[config.mk]
export PLATFORM = sky130hd
export DESIGN_NAME = core_top
export DESIGN_NICKNAME = d
export VERILOG_FILES = /design/src/source/core_pkg.sv /design/src/source/mem_bus_if.sv /design/src/source/bus_arbiter.sv /design/src/source/fetch_unit.sv /design/src/source/serial_ctrl.sv /design/src/source/reg_file.sv /design/src/source/serial_alu.sv /design/src/source/load_store_unit.sv /design/src/source/core_top.sv
export SDC_FILE = /design/constraint.sdc
export NUM_CORES = 2
export LEC_CHECK = 0
export BUFFER_PORTS_ARGS = -buffer_cell sky130_fd_sc_hd__buf_2
export CAP_MARGIN = 20
export CORE_UTILIZATION = 25
export CTS_CLUSTER_SIZE = 14
export DETAILED_ROUTE_END_ITERATION = 8
export GPL_TIMING_DRIVEN = 0
export PLACE_DENSITY_LB_ADDON = 0.1
export RECOVER_POWER = 50
export SKIP_CTS_REPAIR_TIMING = 1
export SLEW_MARGIN = 15
export SYNTH_ARGS = -nofsm -noshare
export SYNTH_HDL_FRONTEND = slang
export SYNTH_SLANG_ARGS = --single-unit
[constraint.sdc]
create_clock -name clk -period 14.5 [get_ports clk]
set_clock_uncertainty 0.2 [all_clocks]
set_input_delay 2.9 -clock clk [delete_from_list [all_inputs] [get_ports clk]]
set_output_delay 2.9 -clock clk [all_outputs]
set_load 0.1 [all_outputs]
[src/source/core_pkg.sv]
package core_pkg;

   localparam int XLEN   = 32;
   localparam int REG_AW = 5;
   localparam int CNT_W  = 5;

   // Supported major opcodes
   localparam logic [6:0] OPC_OP     = 7'b0110011;
   localparam logic [6:0] OPC_OP_IMM = 7'b0010011;
   localparam logic [6:0] OPC_LOAD   = 7'b0000011;
   localparam logic [6:0] OPC_STORE  = 7'b0100011;

   typedef enum logic [2:0] {
      ALU_ADD,
      ALU_SUB,
      ALU_AND,
      ALU_OR,
      ALU_XOR
   } alu_op_e;

   typedef enum logic [1:0] {
      FETCH,
      EXEC,
      MEM,
      LOAD_WB
   } ctrl_state_e;

   typedef struct packed {
      logic [6:0] funct7;
      logic [4:0] rs2;
      logic [4:0] rs1;
      logic [2:0] funct3;
      logic [4:0] rd;
      logic [6:0] opcode;
   } r_fmt_t;

   typedef struct packed {
      logic [11:0] imm;
      logic [4:0]  rs1;
      logic [2:0]  funct3;
      logic [4:0]  rd;
      logic [6:0]  opcode;
   } i_fmt_t;

   typedef struct packed {
      logic [6:0] imm_hi;
      logic [4:0] rs2;
      logic [4:0] rs1;
      logic [2:0] funct3;
      logic [4:0] imm_lo;
      logic [6:0] opcode;
   } s_fmt_t;

   // One fetched word, viewed per instruction format
   typedef union packed {
      r_fmt_t r_fmt;
      i_fmt_t i_fmt;
      s_fmt_t s_fmt;
   } instr_u;

endpackage

[src/source/mem_bus_if.sv]
`timescale 1ns/10ps

interface mem_bus_if ();
   import core_pkg::*;

   logic [XLEN-1:0] adr;
   logic [XLEN-1:0] dat;
   logic            we;
   logic            cyc;
   logic [XLEN-1:0] rdt;
   logic            ack;

   // Fetch or load/store side
   modport requester (
      output adr,
      output dat,
      output we,
      output cyc,
      input  rdt,
      input  ack
   );

   modport arbiter (
      input  adr,
      input  dat,
      input  we,
      input  cyc,
      output rdt,
      output ack
   );

endinterface

[src/source/bus_arbiter.sv]
`timescale 1ns/10ps

module bus_arbiter (
   input  logic                      clk,
   input  logic                      i_rst_n,
   mem_bus_if.arbiter                fetch_bus,
   mem_bus_if.arbiter                lsu_bus,
   output logic [core_pkg::XLEN-1:0] o_mem_adr,
   output logic [core_pkg::XLEN-1:0] o_mem_dat,
   output logic                      o_mem_we,
   output logic                      o_mem_cyc,
   input  logic [core_pkg::XLEN-1:0] i_mem_rdt,
   input  logic                      i_mem_ack
);

   logic busy_q;
   logic gnt_lsu_q;
   logic sel_lsu;

   // Fresh decision only when idle, load/store wins
   assign sel_lsu = busy_q ? gnt_lsu_q : lsu_bus.cyc;

   always_ff @(posedge clk) begin
      if (!i_rst_n) begin
         busy_q    <= 1'b0;
         gnt_lsu_q <= 1'b0;
      end else begin
         busy_q    <= o_mem_cyc && !i_mem_ack;
         gnt_lsu_q <= sel_lsu;
      end
   end

   assign o_mem_adr = sel_lsu ? lsu_bus.adr : fetch_bus.adr;
   assign o_mem_dat = sel_lsu ? lsu_bus.dat : fetch_bus.dat;
   assign o_mem_we  = sel_lsu ? lsu_bus.we  : fetch_bus.we;
   assign o_mem_cyc = sel_lsu ? lsu_bus.cyc : fetch_bus.cyc;

   assign fetch_bus.rdt = i_mem_rdt;
   assign lsu_bus.rdt   = i_mem_rdt;
   assign fetch_bus.ack = i_mem_ack && !sel_lsu;
   assign lsu_bus.ack   = i_mem_ack && sel_lsu;

   // Sequencer keeps one instruction in flight
   assert property (@(posedge clk) disable iff (!i_rst_n)
      !(fetch_bus.cyc && lsu_bus.cyc))
      else $error("fetch and load/store requests overlap");

endmodule

[src/source/fetch_unit.sv]
`timescale 1ns/10ps

module fetch_unit #(
   parameter logic [core_pkg::XLEN-1:0] RESET_PC = '0
) (
   input  logic             clk,
   input  logic             i_rst_n,
   input  logic             i_fetch_go,
   output logic             o_instr_valid,
   output core_pkg::instr_u o_instr,
   mem_bus_if.requester     bus
);
   import core_pkg::*;

   logic [XLEN-1:0] pc_q;
   logic            cyc_q;
   logic            fetch_done;

   assign fetch_done = cyc_q && bus.ack;

   always_ff @(posedge clk) begin
      if (!i_rst_n) begin
         pc_q          <= RESET_PC;
         cyc_q         <= 1'b0;
         o_instr_valid <= 1'b0;
      end else begin
         o_instr_valid <= fetch_done;
         if (i_fetch_go) begin
            cyc_q <= 1'b1;
         end else if (bus.ack) begin
            cyc_q <= 1'b0;
         end
         // Next PC is ready by the time instr_valid is seen
         if (fetch_done) begin
            pc_q <= pc_q + XLEN'(4);
         end
      end
   end

   always_ff @(posedge clk) begin
      if (fetch_done) begin
         o_instr <= bus.rdt;
      end
   end

   assign bus.adr = pc_q;
   assign bus.dat = '0;
   assign bus.we  = 1'b0;
   assign bus.cyc = cyc_q;

endmodule

[src/source/serial_ctrl.sv]
`timescale 1ns/10ps

module serial_ctrl (
   input  logic                        clk,
   input  logic                        i_rst_n,
   input  logic                        i_instr_valid,
   input  core_pkg::instr_u            i_instr,
   input  logic                        i_mem_done,
   output logic                        o_fetch_go,
   output logic                        o_mem_go,
   output logic [core_pkg::CNT_W-1:0]  o_cnt,
   output logic                        o_exec_en,
   output logic                        o_wb_en,
   output logic [core_pkg::REG_AW-1:0] o_rs1_addr,
   output logic [core_pkg::REG_AW-1:0] o_rs2_addr,
   output logic [core_pkg::REG_AW-1:0] o_rd_addr,
   output logic                        o_rd_wen,
   output logic                        o_rd_from_mem,
   output core_pkg::alu_op_e           o_alu_op,
   output logic                        o_imm_sel,
   output logic                        o_imm_bit,
   output logic                        o_is_load,
   output logic                        o_is_store
);
   import core_pkg::*;

   ctrl_state_e state;
   logic        req_sent;
   logic [6:0]  opcode;
   logic [2:0]  funct3;
   logic        is_op;
   logic        is_op_imm;
   logic        alu_wr;
   logic [11:0] imm12;
   logic        last_bit;

   assign opcode     = i_instr.r_fmt.opcode;
   assign funct3     = i_instr.r_fmt.funct3;
   assign is_op      = opcode == OPC_OP;
   assign is_op_imm  = opcode == OPC_OP_IMM;
   assign o_is_load  = opcode == OPC_LOAD;
   assign o_is_store = opcode == OPC_STORE;

   assign o_rs1_addr = i_instr.r_fmt.rs1;
   assign o_rs2_addr = i_instr.r_fmt.rs2;
   assign o_rd_addr  = i_instr.r_fmt.rd;

   always_comb begin
      o_alu_op = ALU_ADD;
      if (is_op) begin
         case (funct3)
            3'b000:  o_alu_op = i_instr.r_fmt.funct7[5] ? ALU_SUB : ALU_ADD;
            3'b100:  o_alu_op = ALU_XOR;
            3'b110:  o_alu_op = ALU_OR;
            3'b111:  o_alu_op = ALU_AND;
            default: o_alu_op = ALU_ADD;
         endcase
      end
   end

   // Only ADDI among the immediate forms
   assign alu_wr = (is_op && funct3 inside {3'b000, 3'b100, 3'b110, 3'b111}) ||
                   (is_op_imm && funct3 == 3'b000);

   assign o_imm_sel = is_op_imm || o_is_load || o_is_store;
   assign imm12     = o_is_store ? {i_instr.s_fmt.imm_hi, i_instr.s_fmt.imm_lo}
                                 : i_instr.i_fmt.imm;
   // Sign bit repeats above bit 11
   assign o_imm_bit = (o_cnt >= CNT_W'(12)) ? imm12[11] : imm12[o_cnt[3:0]];

   assign o_exec_en     = state == EXEC;
   assign o_wb_en       = state == LOAD_WB;
   assign o_rd_from_mem = o_is_load;
   assign o_rd_wen      = (o_exec_en && alu_wr) || o_wb_en;
   assign o_fetch_go    = (state == FETCH) && !req_sent;
   assign o_mem_go      = (state == MEM) && !req_sent;
   assign last_bit      = &o_cnt;

   always_ff @(posedge clk) begin
      if (!i_rst_n) begin
         state    <= FETCH;
         req_sent <= 1'b0;
         o_cnt    <= '0;
      end else begin
         case (state)
            FETCH: begin
               if (o_fetch_go) begin
                  req_sent <= 1'b1;
               end
               if (i_instr_valid) begin
                  req_sent <= 1'b0;
                  state    <= EXEC;
               end
            end
            EXEC: begin
               o_cnt <= o_cnt + CNT_W'(1);
               if (last_bit) begin
                  state <= (o_is_load || o_is_store) ? MEM : FETCH;
               end
            end
            MEM: begin
               if (o_mem_go) begin
                  req_sent <= 1'b1;
               end
               if (i_mem_done) begin
                  req_sent <= 1'b0;
                  state    <= o_is_load ? LOAD_WB : FETCH;
               end
            end
            LOAD_WB: begin
               o_cnt <= o_cnt + CNT_W'(1);
               if (last_bit) begin
                  state <= FETCH;
               end
            end
            default: state <= FETCH;
         endcase
      end
   end

   // Counter wraps to zero at the end of each serial phase and rests there
   assert property (@(posedge clk) disable iff (!i_rst_n)
      !(state inside {EXEC, LOAD_WB}) |-> o_cnt == '0)
      else $error("bit counter not at zero outside EXEC/LOAD_WB");

endmodule

[src/source/reg_file.sv]
`timescale 1ns/10ps

module reg_file (
   input  logic                        clk,
   input  logic [core_pkg::REG_AW-1:0] i_rs1_addr,
   input  logic [core_pkg::REG_AW-1:0] i_rs2_addr,
   input  logic [core_pkg::REG_AW-1:0] i_rd_addr,
   input  logic [core_pkg::CNT_W-1:0]  i_cnt,
   input  logic                        i_wen,
   input  logic                        i_rd_bit,
   output logic                        o_rs1_bit,
   output logic                        o_rs2_bit
);
   import core_pkg::*;

   logic [XLEN-1:0] regs [2**REG_AW];

   // x0 reads as zero without ever being stored
   assign o_rs1_bit = (i_rs1_addr != '0) && regs[i_rs1_addr][i_cnt];
   assign o_rs2_bit = (i_rs2_addr != '0) && regs[i_rs2_addr][i_cnt];

   // One bit per cycle, same position as the reads
   always_ff @(posedge clk) begin
      if (i_wen && i_rd_addr != '0) begin
         regs[i_rd_addr][i_cnt] <= i_rd_bit;
      end
   end

endmodule

[src/source/serial_alu.sv]
`timescale 1ns/10ps

module serial_alu (
   input  logic                       clk,
   input  logic                       i_en,
   input  logic [core_pkg::CNT_W-1:0] i_cnt,
   input  core_pkg::alu_op_e          i_op,
   input  logic                       i_rs1_bit,
   input  logic                       i_rs2_bit,
   input  logic                       i_imm_bit,
   input  logic                       i_imm_sel,
   output logic                       o_rd_bit
);
   import core_pkg::*;

   logic op_b;
   logic sub;
   logic b_eff;
   logic cin;
   logic carry_q;

   assign op_b  = i_imm_sel ? i_imm_bit : i_rs2_bit;
   assign sub   = i_op == ALU_SUB;
   // Subtract as rs1 + ~b + 1
   assign b_eff = op_b ^ sub;
   assign cin   = (i_cnt == '0) ? sub : carry_q;

   always_ff @(posedge clk) begin
      if (i_en) begin
         carry_q <= (i_rs1_bit & b_eff) | (cin & (i_rs1_bit ^ b_eff));
      end
   end

   always_comb begin
      case (i_op)
         ALU_AND: o_rd_bit = i_rs1_bit & op_b;
         ALU_OR:  o_rd_bit = i_rs1_bit | op_b;
         ALU_XOR: o_rd_bit = i_rs1_bit ^ op_b;
         default: o_rd_bit = i_rs1_bit ^ b_eff ^ cin;
      endcase
   end

endmodule

[src/source/load_store_unit.sv]
`timescale 1ns/10ps

module load_store_unit (
   input  logic         clk,
   input  logic         i_rst_n,
   input  logic         i_exec_en,
   input  logic         i_wb_en,
   input  logic         i_addr_bit,
   input  logic         i_store_bit,
   input  logic         i_is_load,
   input  logic         i_is_store,
   input  logic         i_mem_go,
   output logic         o_mem_done,
   output logic         o_load_bit,
   mem_bus_if.requester bus
);
   import core_pkg::*;

   logic [XLEN-1:0] adr_q;
   logic [XLEN-1:0] dat_q;
   logic            cyc_q;
   logic            mem_op;

   assign mem_op = i_is_load || i_is_store;

   always_ff @(posedge clk) begin
      if (!i_rst_n) begin
         cyc_q      <= 1'b0;
         o_mem_done <= 1'b0;
      end else begin
         o_mem_done <= cyc_q && bus.ack;
         if (i_mem_go) begin
            cyc_q <= 1'b1;
         end else if (bus.ack) begin
            cyc_q <= 1'b0;
         end
      end
   end

   // LSB arrives first, so shift in from the top
   always_ff @(posedge clk) begin
      if (i_exec_en && mem_op) begin
         adr_q <= {i_addr_bit, adr_q[XLEN-1:1]};
         dat_q <= {i_store_bit, dat_q[XLEN-1:1]};
      end else if (cyc_q && bus.ack && i_is_load) begin
         dat_q <= bus.rdt;
      end else if (i_wb_en) begin
         dat_q <= {1'b0, dat_q[XLEN-1:1]};
      end
   end

   assign o_load_bit = dat_q[0];

   // Word access only
   assign bus.adr = {adr_q[XLEN-1:2], 2'b00};
   assign bus.dat = dat_q;
   assign bus.we  = cyc_q && i_is_store;
   assign bus.cyc = cyc_q;

endmodule

[src/source/core_top.sv]
`timescale 1ns/10ps

module core_top #(
   parameter logic [core_pkg::XLEN-1:0] RESET_PC = '0
) (
   input  logic                      clk,
   input  logic                      i_rst_n,
   output logic [core_pkg::XLEN-1:0] o_mem_adr,
   output logic [core_pkg::XLEN-1:0] o_mem_dat,
   output logic                      o_mem_we,
   output logic                      o_mem_cyc,
   input  logic [core_pkg::XLEN-1:0] i_mem_rdt,
   input  logic                      i_mem_ack
);
   import core_pkg::*;

   logic              fetch_go;
   logic              instr_valid;
   instr_u            instr;
   logic              mem_go;
   logic              mem_done;
   logic [CNT_W-1:0]  cnt;
   logic              exec_en;
   logic              wb_en;
   logic [REG_AW-1:0] rs1_addr;
   logic [REG_AW-1:0] rs2_addr;
   logic [REG_AW-1:0] rd_addr;
   logic              rd_wen;
   logic              rd_from_mem;
   alu_op_e           alu_op;
   logic              imm_sel;
   logic              imm_bit;
   logic              is_load;
   logic              is_store;
   logic              rs1_bit;
   logic              rs2_bit;
   logic              alu_bit;
   logic              load_bit;
   logic              rd_bit;

   mem_bus_if fetch_bus ();
   mem_bus_if lsu_bus ();

   // Write-back source
   assign rd_bit = rd_from_mem ? load_bit : alu_bit;

   bus_arbiter u_arbiter (
      .clk       (clk),
      .i_rst_n   (i_rst_n),
      .fetch_bus (fetch_bus.arbiter),
      .lsu_bus   (lsu_bus.arbiter),
      .o_mem_adr (o_mem_adr),
      .o_mem_dat (o_mem_dat),
      .o_mem_we  (o_mem_we),
      .o_mem_cyc (o_mem_cyc),
      .i_mem_rdt (i_mem_rdt),
      .i_mem_ack (i_mem_ack)
   );

   fetch_unit #(
      .RESET_PC (RESET_PC)
   ) u_fetch (
      .clk           (clk),
      .i_rst_n       (i_rst_n),
      .i_fetch_go    (fetch_go),
      .o_instr_valid (instr_valid),
      .o_instr       (instr),
      .bus           (fetch_bus.requester)
   );

   serial_ctrl u_ctrl (
      .clk           (clk),
      .i_rst_n       (i_rst_n),
      .i_instr_valid (instr_valid),
      .i_instr       (instr),
      .i_mem_done    (mem_done),
      .o_fetch_go    (fetch_go),
      .o_mem_go      (mem_go),
      .o_cnt         (cnt),
      .o_exec_en     (exec_en),
      .o_wb_en       (wb_en),
      .o_rs1_addr    (rs1_addr),
      .o_rs2_addr    (rs2_addr),
      .o_rd_addr     (rd_addr),
      .o_rd_wen      (rd_wen),
      .o_rd_from_mem (rd_from_mem),
      .o_alu_op      (alu_op),
      .o_imm_sel     (imm_sel),
      .o_imm_bit     (imm_bit),
      .o_is_load     (is_load),
      .o_is_store    (is_store)
   );

   reg_file u_rf (
      .clk        (clk),
      .i_rs1_addr (rs1_addr),
      .i_rs2_addr (rs2_addr),
      .i_rd_addr  (rd_addr),
      .i_cnt      (cnt),
      .i_wen      (rd_wen),
      .i_rd_bit   (rd_bit),
      .o_rs1_bit  (rs1_bit),
      .o_rs2_bit  (rs2_bit)
   );

   serial_alu u_alu (
      .clk       (clk),
      .i_en      (exec_en),
      .i_cnt     (cnt),
      .i_op      (alu_op),
      .i_rs1_bit (rs1_bit),
      .i_rs2_bit (rs2_bit),
      .i_imm_bit (imm_bit),
      .i_imm_sel (imm_sel),
      .o_rd_bit  (alu_bit)
   );

   load_store_unit u_lsu (
      .clk         (clk),
      .i_rst_n     (i_rst_n),
      .i_exec_en   (exec_en),
      .i_wb_en     (wb_en),
      .i_addr_bit  (alu_bit),
      .i_store_bit (rs2_bit),
      .i_is_load   (is_load),
      .i_is_store  (is_store),
      .i_mem_go    (mem_go),
      .o_mem_done  (mem_done),
      .o_load_bit  (load_bit),
      .bus         (lsu_bus.requester)
   );

endmodule

== After elaboration in Yosys (flattened, before gate mapping) ==
Memory sizes are Yosys's and may differ from the RTL's. A register that Yosys moved wholly into a read port is not among the register bits.
Cells that the tools add are included.
Operators by class
  $add $sub $neg: 2
  magnitude comparators: 4
  eq/ne operators: 20
  mux-type cells: 45
  bitwise gates (word level): 9
  reduce and logical (&&, ||, !) cells: 40
Operators with widths (number)
  $mux 32: 6
  $add 32x3->32 const B: 1
  $mux 1: 21
  $logic_and 1x1->1: 17
  $mux 5: 3
  $reduce_bool 5->1: 3
  $eq 7x6->1 const B: 2
  $eq 3x3->1 const B: 4
  $mux 2: 6
  $pmux 3 s4: 1
  $bmux 1 s5: 2
  $pmux 2 s4: 1
  $eq 7x2->1 const B: 1
  $eq 7x5->1 const B: 1
  $eq 3x2->1 const B: 2
  $lt 5x6->1 const B: 1
  $ne 2x2->1 const B: 3
  $reduce_bool 2->1: 3
  $add 5x1->5 const B: 1
  $demux 1 s5: 1
  $ge 5x1->1 const B: 1
  $ge 5x4->1 const B: 1
  $logic_not 5->1: 1
  $logic_or 1x1->1: 5
  23 further kinds: 32
Word-level totals
  register bits: 143
  memory bits (writable): 1024
  memories kept: 1
Memories
  u_rf.regs: depth 32, bits a word 32, read ports 2, clocked after Yosys merged registers in 2, wr ports 1, line reg_file.sv:16  | logic [XLEN-1:0] regs [2**REG_AW];

== Logic depth before layout (Yosys ltp) ==
  depth in word-level cells: 11
  gate-level depth with buffers: 21
  depth with buffers taken out: 15

== Modules after synthesis ==
From an unflattened synthesis, not the netlist that was laid out.
Unflattened totals
  cell total of the unflattened synthesis: 4087
  area total of the unflattened synthesis: 59793.6 um^2
By module, submodules not included
  reg_file: times used 1, cells an instance 3457, area each 52160.0 um^2
  fetch_unit: times used 1, cells an instance 241, area each 2720.1 um^2
  load_store_unit: times used 1, cells an instance 111, area each 2499.9 um^2
  bus_arbiter: times used 1, cells an instance 148, area each 1363.8 um^2
  serial_ctrl: times used 1, cells an instance 109, area each 850.8 um^2
  serial_alu: times used 1, cells an instance 20, area each 183.9 um^2
  core_top: times used 1, cells an instance 1, area each 15.0 um^2

== Worst setup path before layout ==
Ideal clock, no wire load.
  path kind: register to register
  from: register (tool-made name)
  to: memory u_rf.regs[0][0], data pin
  setup time: 1.629 ns
  arrival: 10.900 ns
  path slack: 1.772 ns
  cell stages (with the launch flop): 19
  path through: dfxtp_1 -> buf_6 -> buf_6 -> buf_6 -> buf_2 -> buf_2 -> mux4_2 -> a22oi_1 -> a21oi_1 -> nor4_1 -> o32a_1 -> o21ai_0 -> a211o_1 -> nor3b_1 -> fa_1 -> nor2_1 -> a31oi_1 -> o221ai_1 -> mux2_2
RTL lines (line)
  end, declared: reg_file.sv:16

==> results_dict.tcl <==
set metrics [dict create \
    p_comb_share_pct 16.1 \
    crit_required_ns 14.83 \
    final-setup-viol-count 0 \
    stdcell_count 7798 \
    drc 0 \
    route.vias.total 42400 \
    rows 178 \
    switchingPower_mw 2.70 \
    clockPowerShare_pct 39.4 \
    drt_wl_total_mm 303 \
    p_leak_nw 21.6 \
    synth_seq_cells 1173 \
    p_per_area_nw_per_um2 134 \
    synth.avg_cell_area_um2 14.2 \
    clk_pin_slew_ns 0.06 \
    drv_slew 106 \
    gr-total-overflow 0 \
    register_area_um2 34700 \
    area_growth_syn_to_layout_pct 17.8 \
    dominantRegCellSynth "edfxtp_1" \
    htreeDepth 4 \
    first_pass_iters 6 \
    yosysWarningCount 0 \
    violations "capacitance limit, slew limit" \
    synthArstFlopShare_pct 0 \
    crit_fanout 128 \
    maxCapViolCount 7 \
    worst_pin_slew_ns 1.91 \
    ant_nets 0 \
    hold_viol_final 0 \
    fmax_mhz 99.7 \
    hp-class "reg -> reg" \
    cts_tree "yes" \
    internal_power_mw 6.64 \
    synth_enable_flop_cells 1119 \
    sw_frac_of_total_pct 28.9 \
    ys_seq_area_share_pct 58.6 \
    avgRoutedWirePerCell_um 38.9 \
    fin_crit_ns 10.03 \
    cts.sinks 1173 \
    grtUsageTotal_pct 25.1 \
    seqPwrFrac_pct 44.5 \
    arrival_ns 10.36 \
    clockRootBuffer "clkbuf_16" \
    portBuffers 98 \
    dp.final_hpwl_mm 206 \
    core_um2 235000 \
    final_nets 4565 \
    grt_max_degree 140 \
    initial_core_util_pct 25.2 \
    multi_input_area_um2 22800 \
    syn-cell-area_um2 59200 \
    netlist_instances 4177 \
    cp-start-kind "register" \
    ys_types 75 \
    critPathKind "reg -> reg" \
    post-route-period-util_pct 69.2 \
    die_area_um2 239000 \
    drtIter0Drc 6048 \
    gp_congestion 0.950 \
    antenna_found_initial 38 \
    grt_pass1_wl_mm 395 \
    setup_tns_ns 0 \
    n_fill_cell 24000 \
    relSlewSlack_pct -27.5 \
    cts_buffers 150 \
    clockBufferDepth 3 \
    viasPerCell 5.43 \
    rsz0062_at_grt "false" \
    ir_drop_mv 0.145 \
    io-pin-count 101 \
    outcome "finished with violations" \
    post-place-cells 7516 \
    drive_above_1_share_pct 24.8 \
    grt_pass1_vias 41200 \
    die_h_um 489 \
    die_x_um 489 \
    worstSkewPairLatency_ns 0.83 \
    endpoint_kind "register" \
]
[final cells by class]
type / instances / area share [%]
antenna: 9 / 0.0323
sequential: 1173 / 49.7
clock buffer: 191 / 5.77
timing repair buffer: 159 / 2.25
buffer: 407 / 2.84
clock inverter: 79 / 0.858
tap: 3150 / 5.65
inverter: 17 / 0.0915
multi-input combinational: 2613 / 32.8
[flip-flops by register name, indices dropped and copies added (netlist names), named ones only]
signal	flops
u_rf.regs	1024
u_alu.carry_q	1
u_arbiter.gnt_lsu_q	1
u_fetch.bus.adr	30
u_fetch.o_instr_valid	1
u_ctrl.req_sent	1
u_lsu.o_mem_done	1
u_ctrl.state	2
u_lsu.bus.dat	32
u_arbiter.busy_q	1
u_fetch.o_instr	32
u_ctrl.o_cnt	5
u_lsu.bus.cyc	1
u_fetch.bus.cyc	1
u_lsu.adr_q	30
[cells in the mapped netlist (8+ instances only)]
cell / n / area share (%)
edfxtp_1: 1119 / 57
nor2_1: 1039 / 6.6
mux4_2: 494 / 19
clkbuf_1: 284 / 1.8
mux2i_1: 197 / 3.3
nand2_1: 183 / 1.2
a22oi_1: 108 / 1.4
nor2b_1: 72 / 0.76
mux2_2: 70 / 1.3
buf_2: 61 / 0.52
dfxtp_1: 54 / 1.8
nand3_1: 49 / 0.41
and2_1: 44 / 0.47
a21oi_1: 38 / 0.32
buf_4: 25 / 0.32
buf_1: 23 / 0.15
xnor2_1: 23 / 0.34
o21ai_0: 22 / 0.19
nor3_1: 19 / 0.16
nand4_1: 18 / 0.19
a211oi_1: 15 / 0.19
and3_1: 15 / 0.16
inv_1: 15 / 0.095
a31oi_1: 12 / 0.13
buf_6: 12 / 0.23
o22ai_1: 12 / 0.13
or3_1: 12 / 0.13
a221oi_1: 11 / 0.16
nand2b_1: 11 / 0.12
ha_1: 8 / 0.17
nor3b_1: 8 / 0.10
nor4_1: 8 / 0.085
o211ai_1: 8 / 0.10
[logic make-up (layout without fill, tap and decap cells)]
| logic type | after synthesis | after routing | share of synthesized area [%] |
|---|---|---|---|
| xor gates and xnor gates | 28 | 28 | 0.414 |
| muxes | 765 | 765 | 23.6 |
| adders and majority gates | 9 | 9 | 0.203 |
| buffers and inverters | 424 | 853 | 3.16 |
| other | 1 | 43 | 0.00634 |
| and+or+nand+nor | 1503 | 1503 | 10.7 |
| DFF | 1173 | 1173 | 58.6 |
| AOI/OAI and AO/OA | 274 | 274 | 3.27 |
[per-stage QoR]
step | hold slack, ns | util (%) | power (mW) | setup WS (ns) | cell area [µm²]
floorplan | 0.222 | - | 5.14 | 1.77 | 59300
global placement | 0.225 | 27.1 | 6.04 | -11.29 | 63700
detailed placement | 0.232 | 27.7 | 5.71 | 4.54 | 65200
CTS | 0.245 | 29.7 | 9.37 | 4.50 | 69800
global route | 0.251 | 29.6 | 9.53 | 4.44 | 69700
finish | 0.245 | 29.6 | 9.34 | 4.47 | 69700
[path summary, 6_finish.rpt]
check,cells past startpoint,from,end,slack (ns)
setup reg to reg,22,register,u_rf.regs[11][25]$_DFFE_PP_,4.47
hold reg to reg,0,u_lsu.adr_q[9]$_DFFE_PP_,u_lsu.adr_q[8]$_DFFE_PP_,0.24
setup / recovery,22,register,u_rf.regs[11][25]$_DFFE_PP_,4.47
hold / removal,0,u_lsu.adr_q[9]$_DFFE_PP_,u_lsu.adr_q[8]$_DFFE_PP_,0.24
[power by group through the flow]
stage               combinational (mW)  clock [mW]  sequential, mW
finish                            1.50        3.68            4.16
global route                      1.54        3.83            4.16
global placement                  1.37           0            4.68
floorplan                        0.703           0            4.43
detailed placement                1.48           0            4.23
CTS                               1.49        3.73            4.16
[critical path, stage by stage (launching register included)]
cell and delay (ns):
dfxtp_1 0.31, buf_2 0.40, buf_4 0.33, clkbuf_1 0.51
buf_8 0.24, clkbuf_2 0.64, clkbuf_1 0.91, clkbuf_2 0.53
buf_16 0.21, mux2i_1 0.37, nor2_1 0.08, o31ai_1 0.85
a41oi_1 0.47, a211o_1 0.37, nor3b_1 0.35, fa_1 0.50
nor2_1 0.11, a31oi_1 0.05, o221ai_1 0.39, mux2_8 0.48
buf_16 0.43, buf_16 0.31, buf_16 0.32
[cell usage in the layout, fill, tap and decap left out, types with 35 or more instances in the layout]
cell and count:
edfxtp_1 1119, nor2_1 1032, mux4_2 494, clkbuf_1 230, mux2i_1 197, nand2_1 183, clkbuf_16 155, buf_2 140
clkbuf_2 128, a22oi_1 108, nor2b_1 70, mux2_2 68, dfxtp_1 54, nand3_1 49, a21oi_1 38, clkinv_1 35
[routing by layer]
| layer | GRT usage (%) | up-vias | routed length (µm) |
|---|---|---|---|
| met5 | 0 | - | 51 |
| met4 | 10.7 | 8 | 14400 |
| met3 | 5.07 | 516 | 24200 |
| met2 | 39.3 | 2307 | 137000 |
| met1 | 33.6 | 22900 | 127000 |
| li1 | - | 16600 | - |
Power figures use the tool's default switching activity.
